## config.mk

```make
export PLATFORM = sky130hd
export DESIGN_NAME = exec_core
export DESIGN_NICKNAME = d
export VERILOG_FILES = /design/src/cpu_pkg.sv /design/src/decode_stage.sv /design/src/exec_core.sv /design/src/execute_stage.sv /design/src/reg_file.sv
export SDC_FILE = /design/constraint.sdc
export NUM_CORES = 1
export LEC_CHECK = 0
export BUFFER_PORTS_ARGS = -buffer_cell sky130_fd_sc_hd__buf_4
export CORE_ASPECT_RATIO = 0.9
export CORE_MARGIN = 2
export CORE_UTILIZATION = 40
export CTS_CLUSTER_SIZE = 20
export DETAILED_ROUTE_END_ITERATION = 16
export HOLD_SLACK_MARGIN = 0.1
export PLACE_DENSITY = 0.57
export SLEW_MARGIN = 20
export SYNTH_ARGS = -nofsm -noshare
export SYNTH_HDL_FRONTEND = slang
export SYNTH_SLANG_ARGS = --single-unit
```

## constraint.sdc

```tcl
create_clock -name clk -period 9.21 [get_ports clk]
set_input_delay 1.842 -clock clk [delete_from_list [all_inputs] [get_ports clk]]
set_output_delay 1.842 -clock clk [all_outputs]
set_load 0.005 [all_outputs]
```

## src/cpu_pkg.sv

```systemverilog
package cpu_pkg;

	////////////////////////////////////////////////////////////
	// Widths and register indices
	////////////////////////////////////////////////////////////

	localparam int xlen = 16;
	localparam int reg_aw = 4;
	localparam int num_regs = 2 ** reg_aw;
	// Shift amount takes the low bits of rt
	localparam int shamt_w = $clog2(xlen);

	typedef logic [xlen-1:0] word_t;
	typedef logic [reg_aw-1:0] reg_addr_t;

	localparam reg_addr_t zero_reg = 4'd0;
	localparam reg_addr_t link_reg = 4'd13;

	// Instruction field positions
	localparam int op_hi = 15;
	localparam int op_lo = 12;
	localparam int rd_hi = 11;
	localparam int rd_lo = 8;
	localparam int rs_hi = 7;
	localparam int rs_lo = 4;
	localparam int rt_hi = 3;
	localparam int rt_lo = 0;

	// Codes 12 to 15 decode as nop as well
	typedef enum logic [3:0] {
		nop    = 4'h0,
		add    = 4'h1,
		sub    = 4'h2,
		and_op = 4'h3,
		or_op  = 4'h4,
		xor_op = 4'h5,
		sll    = 4'h6,
		srl    = 4'h7,
		slt    = 4'h8,
		addi   = 4'h9,
		li     = 4'ha,
		call   = 4'hb
	} opcode_t;

	////////////////////////////////////////////////////////////
	// Stage records
	////////////////////////////////////////////////////////////

	// Decode to execute
	typedef struct packed {
		logic      valid;
		opcode_t   op;
		reg_addr_t rd;
		word_t     a;
		word_t     b;
		logic      link;
	} ex_op_t;

	// Execute to writeback
	typedef struct packed {
		logic      valid;
		logic      link;
		reg_addr_t rd;
		word_t     value;
	} wb_t;

endpackage

```

## src/decode_stage.sv

```systemverilog
`timescale 1ns/100ps

module decode_stage (
	input  logic               clk,
	input  logic               rst_n,
	input  logic               instr_valid,
	input  cpu_pkg::word_t     instr,
	input  cpu_pkg::word_t     pc,
	input  cpu_pkg::word_t     read_value1,
	input  cpu_pkg::word_t     read_value2,
	output cpu_pkg::reg_addr_t read_addr1,
	output cpu_pkg::reg_addr_t read_addr2,
	output cpu_pkg::ex_op_t    ex_op
);

	cpu_pkg::opcode_t   op;
	cpu_pkg::reg_addr_t rd;
	cpu_pkg::reg_addr_t rs;
	cpu_pkg::reg_addr_t rt;
	cpu_pkg::ex_op_t    ex_next;

	// Field split
	assign op = cpu_pkg::opcode_t'(instr[cpu_pkg::op_hi:cpu_pkg::op_lo]);
	assign rd = instr[cpu_pkg::rd_hi:cpu_pkg::rd_lo];
	assign rs = instr[cpu_pkg::rs_hi:cpu_pkg::rs_lo];
	assign rt = instr[cpu_pkg::rt_hi:cpu_pkg::rt_lo];

	assign read_addr1 = rs;
	assign read_addr2 = rt;

	always_comb begin
		ex_next.valid = instr_valid;
		ex_next.op = op;
		ex_next.rd = rd;
		ex_next.a = read_value1;
		ex_next.b = read_value2;
		ex_next.link = 1'b0;
		case (op)
			cpu_pkg::add, cpu_pkg::sub, cpu_pkg::and_op, cpu_pkg::or_op,
			cpu_pkg::xor_op, cpu_pkg::sll, cpu_pkg::srl, cpu_pkg::slt: begin
				ex_next.b = read_value2;
			end
			cpu_pkg::addi: begin
				ex_next.b = cpu_pkg::word_t'(rt);
			end
			// Immediate spans the rs and rt fields
			cpu_pkg::li: begin
				ex_next.b = cpu_pkg::word_t'(instr[cpu_pkg::rs_hi:cpu_pkg::rt_lo]);
			end
			cpu_pkg::call: begin
				ex_next.link = 1'b1;
				ex_next.rd = cpu_pkg::link_reg;
				ex_next.b = pc + 1'b1;
			end
			cpu_pkg::nop: ex_next.valid = 1'b0;
			default: ex_next.valid = 1'b0;
		endcase
	end

	always_ff @(posedge clk) begin
		ex_op <= ex_next;
		if (!rst_n) begin
			ex_op.valid <= 1'b0;
		end
	end

	a_instr_known: assert property (@(posedge clk) disable iff (!rst_n)
		instr_valid |-> !$isunknown(instr));

endmodule

```

## src/exec_core.sv

```systemverilog
`timescale 1ns/100ps

module exec_core (
	input  logic           clk,
	input  logic           rst_n,
	input  logic           instr_valid,
	input  cpu_pkg::word_t instr,
	input  cpu_pkg::word_t pc,
	output cpu_pkg::wb_t   result,
	output cpu_pkg::word_t debug_out
);

	// Decode to register file
	cpu_pkg::reg_addr_t read_addr1;
	cpu_pkg::reg_addr_t read_addr2;
	cpu_pkg::word_t     read_value1;
	cpu_pkg::word_t     read_value2;

	cpu_pkg::ex_op_t    ex_op;

	// Execute forwarding port
	cpu_pkg::reg_addr_t alu_write_addr;
	cpu_pkg::word_t     alu_write_value;
	logic               alu_writable;

	// Writeback and link ports
	logic               writable;
	cpu_pkg::reg_addr_t write_addr;
	cpu_pkg::word_t     write_value;
	logic               link_writable;
	cpu_pkg::word_t     link_value;

	decode_stage u_decode (
		.clk         (clk),
		.rst_n       (rst_n),
		.instr_valid (instr_valid),
		.instr       (instr),
		.pc          (pc),
		.read_value1 (read_value1),
		.read_value2 (read_value2),
		.read_addr1  (read_addr1),
		.read_addr2  (read_addr2),
		.ex_op       (ex_op)
	);

	reg_file u_reg_file (
		.clk             (clk),
		.rst_n           (rst_n),
		.writable        (writable),
		.write_addr      (write_addr),
		.write_value     (write_value),
		.alu_writable    (alu_writable),
		.alu_write_addr  (alu_write_addr),
		.alu_write_value (alu_write_value),
		.link_writable   (link_writable),
		.link_value      (link_value),
		.read_addr1      (read_addr1),
		.read_value1     (read_value1),
		.read_addr2      (read_addr2),
		.read_value2     (read_value2),
		.debug_out       (debug_out)
	);

	execute_stage u_execute (
		.clk             (clk),
		.rst_n           (rst_n),
		.ex_op           (ex_op),
		.alu_writable    (alu_writable),
		.alu_write_addr  (alu_write_addr),
		.alu_write_value (alu_write_value),
		.writable        (writable),
		.write_addr      (write_addr),
		.write_value     (write_value),
		.link_writable   (link_writable),
		.link_value      (link_value),
		.result          (result)
	);

endmodule

```

## src/execute_stage.sv

```systemverilog
`timescale 1ns/100ps

module execute_stage (
	input  logic               clk,
	input  logic               rst_n,
	input  cpu_pkg::ex_op_t    ex_op,

	output logic               alu_writable,
	output cpu_pkg::reg_addr_t alu_write_addr,
	output cpu_pkg::word_t     alu_write_value,

	output logic               writable,
	output cpu_pkg::reg_addr_t write_addr,
	output cpu_pkg::word_t     write_value,

	output logic               link_writable,
	output cpu_pkg::word_t     link_value,

	output cpu_pkg::wb_t       result
);

	cpu_pkg::word_t alu_out;
	cpu_pkg::wb_t   wb_next;
	logic           a_lt_b;

	assign a_lt_b = $signed(ex_op.a) < $signed(ex_op.b);

	////////////////////////////////////////////////////////////
	// ALU
	////////////////////////////////////////////////////////////

	always_comb begin
		case (ex_op.op)
			cpu_pkg::add, cpu_pkg::addi: alu_out = ex_op.a + ex_op.b;
			cpu_pkg::sub:    alu_out = ex_op.a - ex_op.b;
			cpu_pkg::and_op: alu_out = ex_op.a & ex_op.b;
			cpu_pkg::or_op:  alu_out = ex_op.a | ex_op.b;
			cpu_pkg::xor_op: alu_out = ex_op.a ^ ex_op.b;
			cpu_pkg::sll:    alu_out = ex_op.a << ex_op.b[cpu_pkg::shamt_w-1:0];
			cpu_pkg::srl:    alu_out = ex_op.a >> ex_op.b[cpu_pkg::shamt_w-1:0];
			cpu_pkg::slt:    alu_out = {{(cpu_pkg::xlen-1){1'b0}}, a_lt_b};
			// Decoder already placed the immediate or pc + 1 in b
			cpu_pkg::li, cpu_pkg::call: alu_out = ex_op.b;
			default: alu_out = '0;
		endcase
	end

	// Forward only results that will reach the register file.
	// r13 is forwarded for call but never for an ordinary write
	assign alu_writable = ex_op.valid && (ex_op.rd != cpu_pkg::zero_reg)
		&& (ex_op.link || (ex_op.rd != cpu_pkg::link_reg));
	assign alu_write_addr = ex_op.rd;
	assign alu_write_value = alu_out;

	////////////////////////////////////////////////////////////
	// Writeback register
	////////////////////////////////////////////////////////////

	always_comb begin
		wb_next.valid = ex_op.valid;
		wb_next.link = ex_op.link;
		wb_next.rd = ex_op.rd;
		wb_next.value = alu_out;
	end

	always_ff @(posedge clk) begin
		result <= wb_next;
		if (!rst_n) begin
			result.valid <= 1'b0;
		end
	end

	// Normal results go to the write port and call goes to the link port
	assign writable = result.valid && !result.link
		&& (result.rd != cpu_pkg::zero_reg) && (result.rd != cpu_pkg::link_reg);
	assign write_addr = result.rd;
	assign write_value = result.value;

	assign link_writable = result.valid && result.link;
	assign link_value = result.value;

	a_link_rd: assert property (@(posedge clk) disable iff (!rst_n)
		(ex_op.valid && ex_op.link) |-> (ex_op.rd == cpu_pkg::link_reg));

endmodule

```

## src/reg_file.sv

```systemverilog
`timescale 1ns/100ps

module reg_file (
	input  logic               clk,
	input  logic               rst_n,

	input  logic               writable,
	input  cpu_pkg::reg_addr_t write_addr,
	input  cpu_pkg::word_t     write_value,

	input  logic               alu_writable,
	input  cpu_pkg::reg_addr_t alu_write_addr,
	input  cpu_pkg::word_t     alu_write_value,

	input  logic               link_writable,
	input  cpu_pkg::word_t     link_value,

	input  cpu_pkg::reg_addr_t read_addr1,
	output cpu_pkg::word_t     read_value1,

	input  cpu_pkg::reg_addr_t read_addr2,
	output cpu_pkg::word_t     read_value2,

	output cpu_pkg::word_t     debug_out
);

	cpu_pkg::word_t regs [cpu_pkg::num_regs];

	// Low nibbles of r1 r2 r4 r5 with r1 on top
	assign debug_out = {regs[1][3:0], regs[2][3:0], regs[4][3:0], regs[5][3:0]};

	////////////////////////////////////////////////////////////
	// Storage
	////////////////////////////////////////////////////////////

	always_ff @(posedge clk) begin
		if (!rst_n) begin
			for (int i = 0; i < cpu_pkg::num_regs; i++) begin
				regs[i] <= '0;
			end
		end else begin
			// r0 stays zero and r13 belongs to the link port
			if (writable && (write_addr != cpu_pkg::zero_reg)
					&& (write_addr != cpu_pkg::link_reg)) begin
				regs[write_addr] <= write_value;
			end
			if (link_writable) begin
				regs[cpu_pkg::link_reg] <= link_value;
			end
		end
	end

	////////////////////////////////////////////////////////////
	// Read ports with forwarding
	////////////////////////////////////////////////////////////

	// Newest value first, execute then link then writeback
	function automatic cpu_pkg::word_t read_port(input cpu_pkg::reg_addr_t addr);
		cpu_pkg::word_t value;
		if (addr == cpu_pkg::zero_reg) begin
			value = '0;
		end else if (alu_writable && (alu_write_addr == addr)) begin
			value = alu_write_value;
		end else if (link_writable && (addr == cpu_pkg::link_reg)) begin
			value = link_value;
		end else if (writable && (write_addr == addr)
				&& (addr != cpu_pkg::link_reg)) begin
			value = write_value;   // only forward what will really land
		end else begin
			value = regs[addr];
		end
		return value;
	endfunction

	always_comb begin
		read_value1 = read_port(read_addr1);
	end

	always_comb begin
		read_value2 = read_port(read_addr2);
	end

	// Zero register holds across every write and link cycle
	a_zero_reg: assert property (@(posedge clk) disable iff (!rst_n)
		regs[cpu_pkg::zero_reg] == '0);

	// Writeback drives one port at a time
	a_one_port: assert property (@(posedge clk) disable iff (!rst_n)
		!(writable && link_writable));

endmodule

```

==> flow_summary.ini, run 1 <==
[outcome]
status = completed

[critical_path]
crit_slowest_cell = a2111oi_0
cp-end-kind = register
path_cells = buf_4, inv_2, ha_1, o21bai_1, a211oi_1, o21bai_1, a2111oi_0, o311ai_0, o211ai_1, o211a_1
worst_path_most_repeated_cell = o21bai_1
crit_arrival_ns = 4.91
worst-r2r-cell-count = 10
r2r_slack_ns = 4.78
path_max_fanout = 31
worstPathRequired_ns = 9.68
worstReg2RegEnd = u_decode.ex_op[17]
cp-start-kind = register
r2r-start = u_decode.ex_op[3]
crit_path_max_incr_delay_ns = 1.05
critPathKind = reg -> reg

[pwr]
leakage_nw = 8.78
power_density_nw_per_um2 = 189
power_switching_mw = 1.34
p_clk_share_pct = 34.3
p_comb_share_pct = 22.6
vdd_ir_drop_max_v = 0.000142
power_mw = 4.25
p_int_mw = 2.91
seqPwrFrac_pct = 43.1
p_sw_share_pct = 31.4

[yosys]
synth-edff-count = 256
synth_area_leader_cell = edfxtp_1
ys_async_sr_fraction_pct = 0
netlist_area_sq_um = 20100
ys_ff_latch = 320
ys_seq_area_share_pct = 44.6
synth_ff_type = edfxtp_1
yosys_warnings = 0
avgSynthCellArea_sq_um = 12.5
synth_cell_types = 81
synth.area.top_cells = edfxtp_1 (38%), mux4_2 (20%), dfxtp_1 (6.4%), and2_1 (5.2%), ha_1 (3.1%)
synth_top_area_share_pct = 38.3
netlist_instances = 1610

[min_path]
hold_depth = 0
min_from = u_decode.ex_op[0]
min_delay_worst_endpoint = u_execute.result[20]
hp-class = reg -> reg

[floorplan]
rows = 77
die_x_um = 240
die_h_um = 217
die_area_sq_um = 52000
core-area_sq_um = 49300
io_pins = 73
start_util_pct = 40.7

[place]
place_ws_ns = 4.28
numPortBuffers = 72
post_dp_cell_area_sq_um = 21300
place_congestion = 0.943
dp_hpwl_mm = 45.0

[sta]
fin_skew_ns = 0.0169
tightest_slew_ns = 1.27
setup_viol = 0
period_minus_slack_ns = 4.43
drv_slew = 0
max_freq_mhz = 225
fin_ws_ns = 4.78
rsz0062_at_grt = no
finalCritPeriodShare_pct = 48.2
slew_headroom_pct = 15.3
final_hold_viol_count = 0
fin_hold_ws_ns = 0.355
final.setup.tns_ns = 0

[global_route]
grt.busiest_layer = met2
met2_usage_pct = 44.5
grt.met1_usage_pct = 35.9
grt_max_degree = 51
grt_pass1_wl_mm = 100
antenna_found_initial = 4
use_met3_pct = 3.16
groute.usage.overall_pct = 26.4
overflow = 0
grt_pass1_vias = 14300

[clocking]
cts_tree = yes
cts.path.max_buffers = 3
cts.clk_slew.worst_paths_ns = 0.06
root_buffer = clkbuf_16
htreeDepth = 2
cts_setup_buffers = 0
holdBufCountCts = 0
clk_latency_ns = 0.54
cts.sinks = 320
ctsResizeCount = 0
numCtsBuffers = 37

[route]
routedWlPerCell_um = 29.3
dr.pass1.iters = 5
ant_nets = 0
drt_iter0_drc = 1496
wl_mm = 68.0
via_per_inst = 6.23
drcViolationCount = 0
vias = 14500

[layout]
fill_cells = 4541
post_route_cells_drive_above_1_share_pct = 23.6
layout.nets = 1710
final_common_cell = edfxtp_1
stdcell_area_sq_um = 22500
area_delta_synth_final_pct = 11.8
mostFrequentLayoutCells = edfxtp_1 (256), mux4_2 (176), and2_1 (167), buf_4 (111), and3_1 (83)

[job]
max-cap-violations = 0
registers in the layout (all words and copies together), names as in the netlist:
name                  flops
u_reg_file.regs         256
u_decode.ex_op           42
u_execute.link_value     16
u_execute.write_addr      4
u_execute.result          2
per-stage QoR:
stage,cells,utilization [%]
finish,2323,45.5
global placement,2255,43.1
global route,2321,45.5
CTS,2320,45.5
floorplan,1625,-
detailed placement,2255,43.1
worst max path at each step:
stage	end	slack [ns]	start	cells after the start
after floorplan	u_decode.ex_op[6]	5.06	instr[0]	8
after global placement	u_decode.ex_op[16]	4.30	instr[0]	7
after detailed placement	u_decode.ex_op[4]	4.28	instr[0]	8
after CTS	u_decode.ex_op[4]	4.84	instr[0]	8
after global routing	u_decode.ex_op[29]	4.62	instr[4]	7
final	u_decode.ex_op[17]	4.78	u_decode.ex_op[3]	10
layer usage:
layer | part of all wire, % | vias to the layer above
met5 | 0.013 | -
met4 | 2.9 | 2
met3 | 6.4 | 110
met2 | 50 | 622
met1 | 41 | 7488
li1 | - | 6244
power groups by stage:
stage,Sequential [mW],Combinational [mW],Clock [mW]
6_report,1.83,0.959,1.46
5_1_grt,1.85,1.03,1.54
4_1_cts,1.83,0.948,1.48
3_5_place_dp,1.85,0.943,0
3_3_place_gp,1.85,0.935,0
2_1_floorplan,1.76,0.647,0
layout make-up:
type / instances / area (sq um) / area share, %
flip-flops and latches: 320 / 8970 / 39.9
inverters: 51 / 191 / 0.852
multi-input cells: 1102 / 10400 / 46.5
clock buffers: 55 / 1080 / 4.80
repair buffers: 111 / 833 / 3.71
clock inverters: 10 / 103 / 0.457
well taps: 671 / 840 / 3.74
diodes: 3 / 7.51 / 0.0334
synth_stat cells, drive strengths merged, types with 9 or more instances:
cell     count
a2111oi      9
a211oi      23
a21o        15
a21oi       40
a221o       12
a22oi       10
and2       167
and3        83
buf         52
clkbuf     100
dfxtp       64
edfxtp     256
ha          50
inv         50
mux2         9
mux2i       53
mux4       176
nand2       51
nand2b      17
nand3       18
nor2        80
nor2b       10
nor3        19
o21ai       57
o221ai      12
xnor2       22
xor2         9
kinds of logic (layout without fill, tap and decap cells):
group | after synthesis | in the layout | share of synthesized area (%)
adders and majority gates | 52 | 52 | 3.31
DFF | 320 | 320 | 44.6
xor gates and xnor gates | 31 | 31 | 1.35
AOI/OAI and AO/OA | 266 | 266 | 9.41
buffers and inverters | 203 | 227 | 4.27
other | 1 | 19 | 0.0187
and+or+nand+nor | 499 | 499 | 14.1
muxes | 238 | 238 | 22.9
critical path: cells and delay by family (launching register included):
kind,cells,cell delay (ns)
AOI/OAI and AO/OA,7,2.85
buffers and inverters,2,0.60
DFF,1,0.31
adders and majority gates,1,0.60
Power figures use the tool's default switching activity.
==> run 2, diff against run 1 <==
--- a/config.mk
+++ b/config.mk
@@ -12,7 +12,7 @@
 export CTS_CLUSTER_SIZE = 20
 export DETAILED_ROUTE_END_ITERATION = 16
 export HOLD_SLACK_MARGIN = 0.1
-export PLACE_DENSITY = 0.57
+export PLACE_DENSITY = 0.59
 export SLEW_MARGIN = 20
 export SYNTH_ARGS = -nofsm -noshare
 export SYNTH_HDL_FRONTEND = slang
==> constraint.sdc (replaced) <==
create_clock -name clk -period 4.05 [get_ports clk]
set_input_delay 0.81 -clock clk [delete_from_list [all_inputs] [get_ports clk]]
set_output_delay 0.81 -clock clk [all_outputs]
set_load 0.005 [all_outputs]
==> run 2 against run 1 <==
  * Register-to-register slack got worse by 4.4 ns
  * Sequential share of layout area fell by 0.73 points
  * Routed wire length rose by 1.6%
  * Largest cell class unchanged
  * Total power rose by 130%
  * Fmax rose by 21%
  * Critical path depth did not move
  * Flip-flop and latch count did not move
  * First-iteration DRC count fell by 4.3%
  * Largest power group unchanged
  * Via count rose by 1.4%
  * Critical path type unchanged
  * Highest routed layer is now met4
  * Clock skew rose by 0.016 ns
==> flow_summary.ini, run 2 (synthesis results as in run 1) <==
[critical_path]
r2r-start = u_decode.ex_op[18]
path_max_fanout = 9
startpoint = u_decode.ex_op[18]
cp.depth = 10
crit_arrival_ns = 4.12
worstPathRequired_ns = 4.51
critPathBufInv = 1
critPathKind = reg -> reg
worst-r2r-cell-count = 10
crit_slowest_cell = or4b_1
path_cells = inv_1, ha_1, a211oi_1, o21ai_1, a31oi_1, o21bai_1, o31a_1, or4b_1, and4_1, o31ai_2
cp_top_family = compound AO/OA/AOI/OAI gates
crit_path_max_incr_delay_ns = 0.56
cp-end-kind = register
cp-start-kind = register

[layout]
area_delta_synth_final_pct = 14.0
layout.nets = 1766
largest_reg_flops = 256
mostFrequentLayoutCells = edfxtp_1 (256), mux4_2 (176), and2_1 (167), buf_4 (157), and3_1 (83)
fill_cells = 4483
seqCellArea_sq_um = 8970
stdcell_area_sq_um = 22900
final_common_cell = edfxtp_1
largest_register = u_reg_file.regs
multi_input_area_sq_um = 10400
post_route_cells_drive_above_1_share_pct = 25.4

[clocking]
cts.sinks = 320
cts_tree = yes
root_buffer = clkbuf_16
htreeDepth = 2
holdBufCountCts = 0
ctsResizeCount = 0
cts.clk_slew.worst_paths_ns = 0.06
clk_latency_ns = 0.57
numCtsBuffers = 38
cts_setup_buffers = 0
cts.path.max_buffers = 3

[place]
place_congestion = 0.944
dp_hpwl_mm = 48.5
numPortBuffers = 72
place_ws_ns = 0.501
post_dp_cell_area_sq_um = 21800

[sta]
period_minus_slack_ns = 3.66
final.setup.tns_ns = 0
slew_headroom_pct = 28.2
max_freq_mhz = 273
fin_ws_ns = 0.388
tightest_slew_ns = 1.08
finalCritPeriodShare_pct = 90.4
fin_skew_ns = 0.0327
setup_viol = 0
drv_slew = 0
rsz0062_at_grt = no
final_hold_viol_count = 0

[min_path]
hp-class = reg -> reg
hold_depth = 0
min_from = u_decode.ex_op[0]

[global_route]
grt_max_degree = 64
grt.busiest_layer = met2
overflow = 0
grt.met1_usage_pct = 35.7
use_met3_pct = 4.39
groute.usage.overall_pct = 26.8
met2_usage_pct = 44.2
antenna_found_initial = 1
grt_pass1_wl_mm = 101
grt_pass1_vias = 14800

[outcome]
status = completed

[route]
ant_nets = 0
dr.pass1.iters = 7
routedWlPerCell_um = 29.1
wl_mm = 69.1
drcViolationCount = 0
vias = 14700
via_per_inst = 6.18
drt_iter0_drc = 1432

[floorplan]
rows = 77
start_util_pct = 40.7
core-area_sq_um = 49300
die_area_sq_um = 52000
die_h_um = 217
io_pins = 73
die_x_um = 240

[job]
max-cap-violations = 0

[pwr]
vdd_ir_drop_max_v = 0.000295
power_mw = 9.66
leakage_nw = 9.06
power_density_nw_per_um2 = 422
==> run 2: final timing paths <==
check | to | slack (ns)
worst min register to register | u_execute.result[20] | 0.36
worst min-delay path | u_execute.result[20] | 0.36
worst max-delay path | u_decode.ex_op[14] | 0.39
worst max register to register | u_decode.ex_op[14] | 0.39
==> run 2: final cells by class <==
| class | count | share of cell area (%) |
|---|---|---|
| multi-input combinational | 1102 | 45.4 |
| sequential | 320 | 39.2 |
| timing repair buffer | 166 | 5.94 |
| clock buffer | 55 | 4.61 |
| tap | 671 | 3.67 |
| inverter | 51 | 0.836 |
| clock inverter | 9 | 0.301 |
| antenna | 1 | 0.0109 |
==> run 2: layer usage <==
layer	routed length, um	up-vias
met3	5260	130
met1	27600	7509
met2	33600	675
met5	0	-
li1	-	6357
met4	2620	0
==> run 2: report_power, final <==
part | total, mW | switching, mW | internal, mW
Combinational | 2.32 | 1.35 | 0.962
Sequential | 4.12 | 0.366 | 3.76
Clock | 3.22 | 1.36 | 1.86
Total | 9.66 | 3.08 | 6.58
==> run 2: through the flow <==
step,std cells,utilization [%],hold slack (ns)
2_1_floorplan,1625,-,0.322
3_3_place_gp,2310,44.1,0.329
3_5_place_dp,2310,44.1,0.350
4_1_cts,2374,46.4,0.358
5_1_grt,2374,46.4,0.364
6_report,2375,46.4,0.356
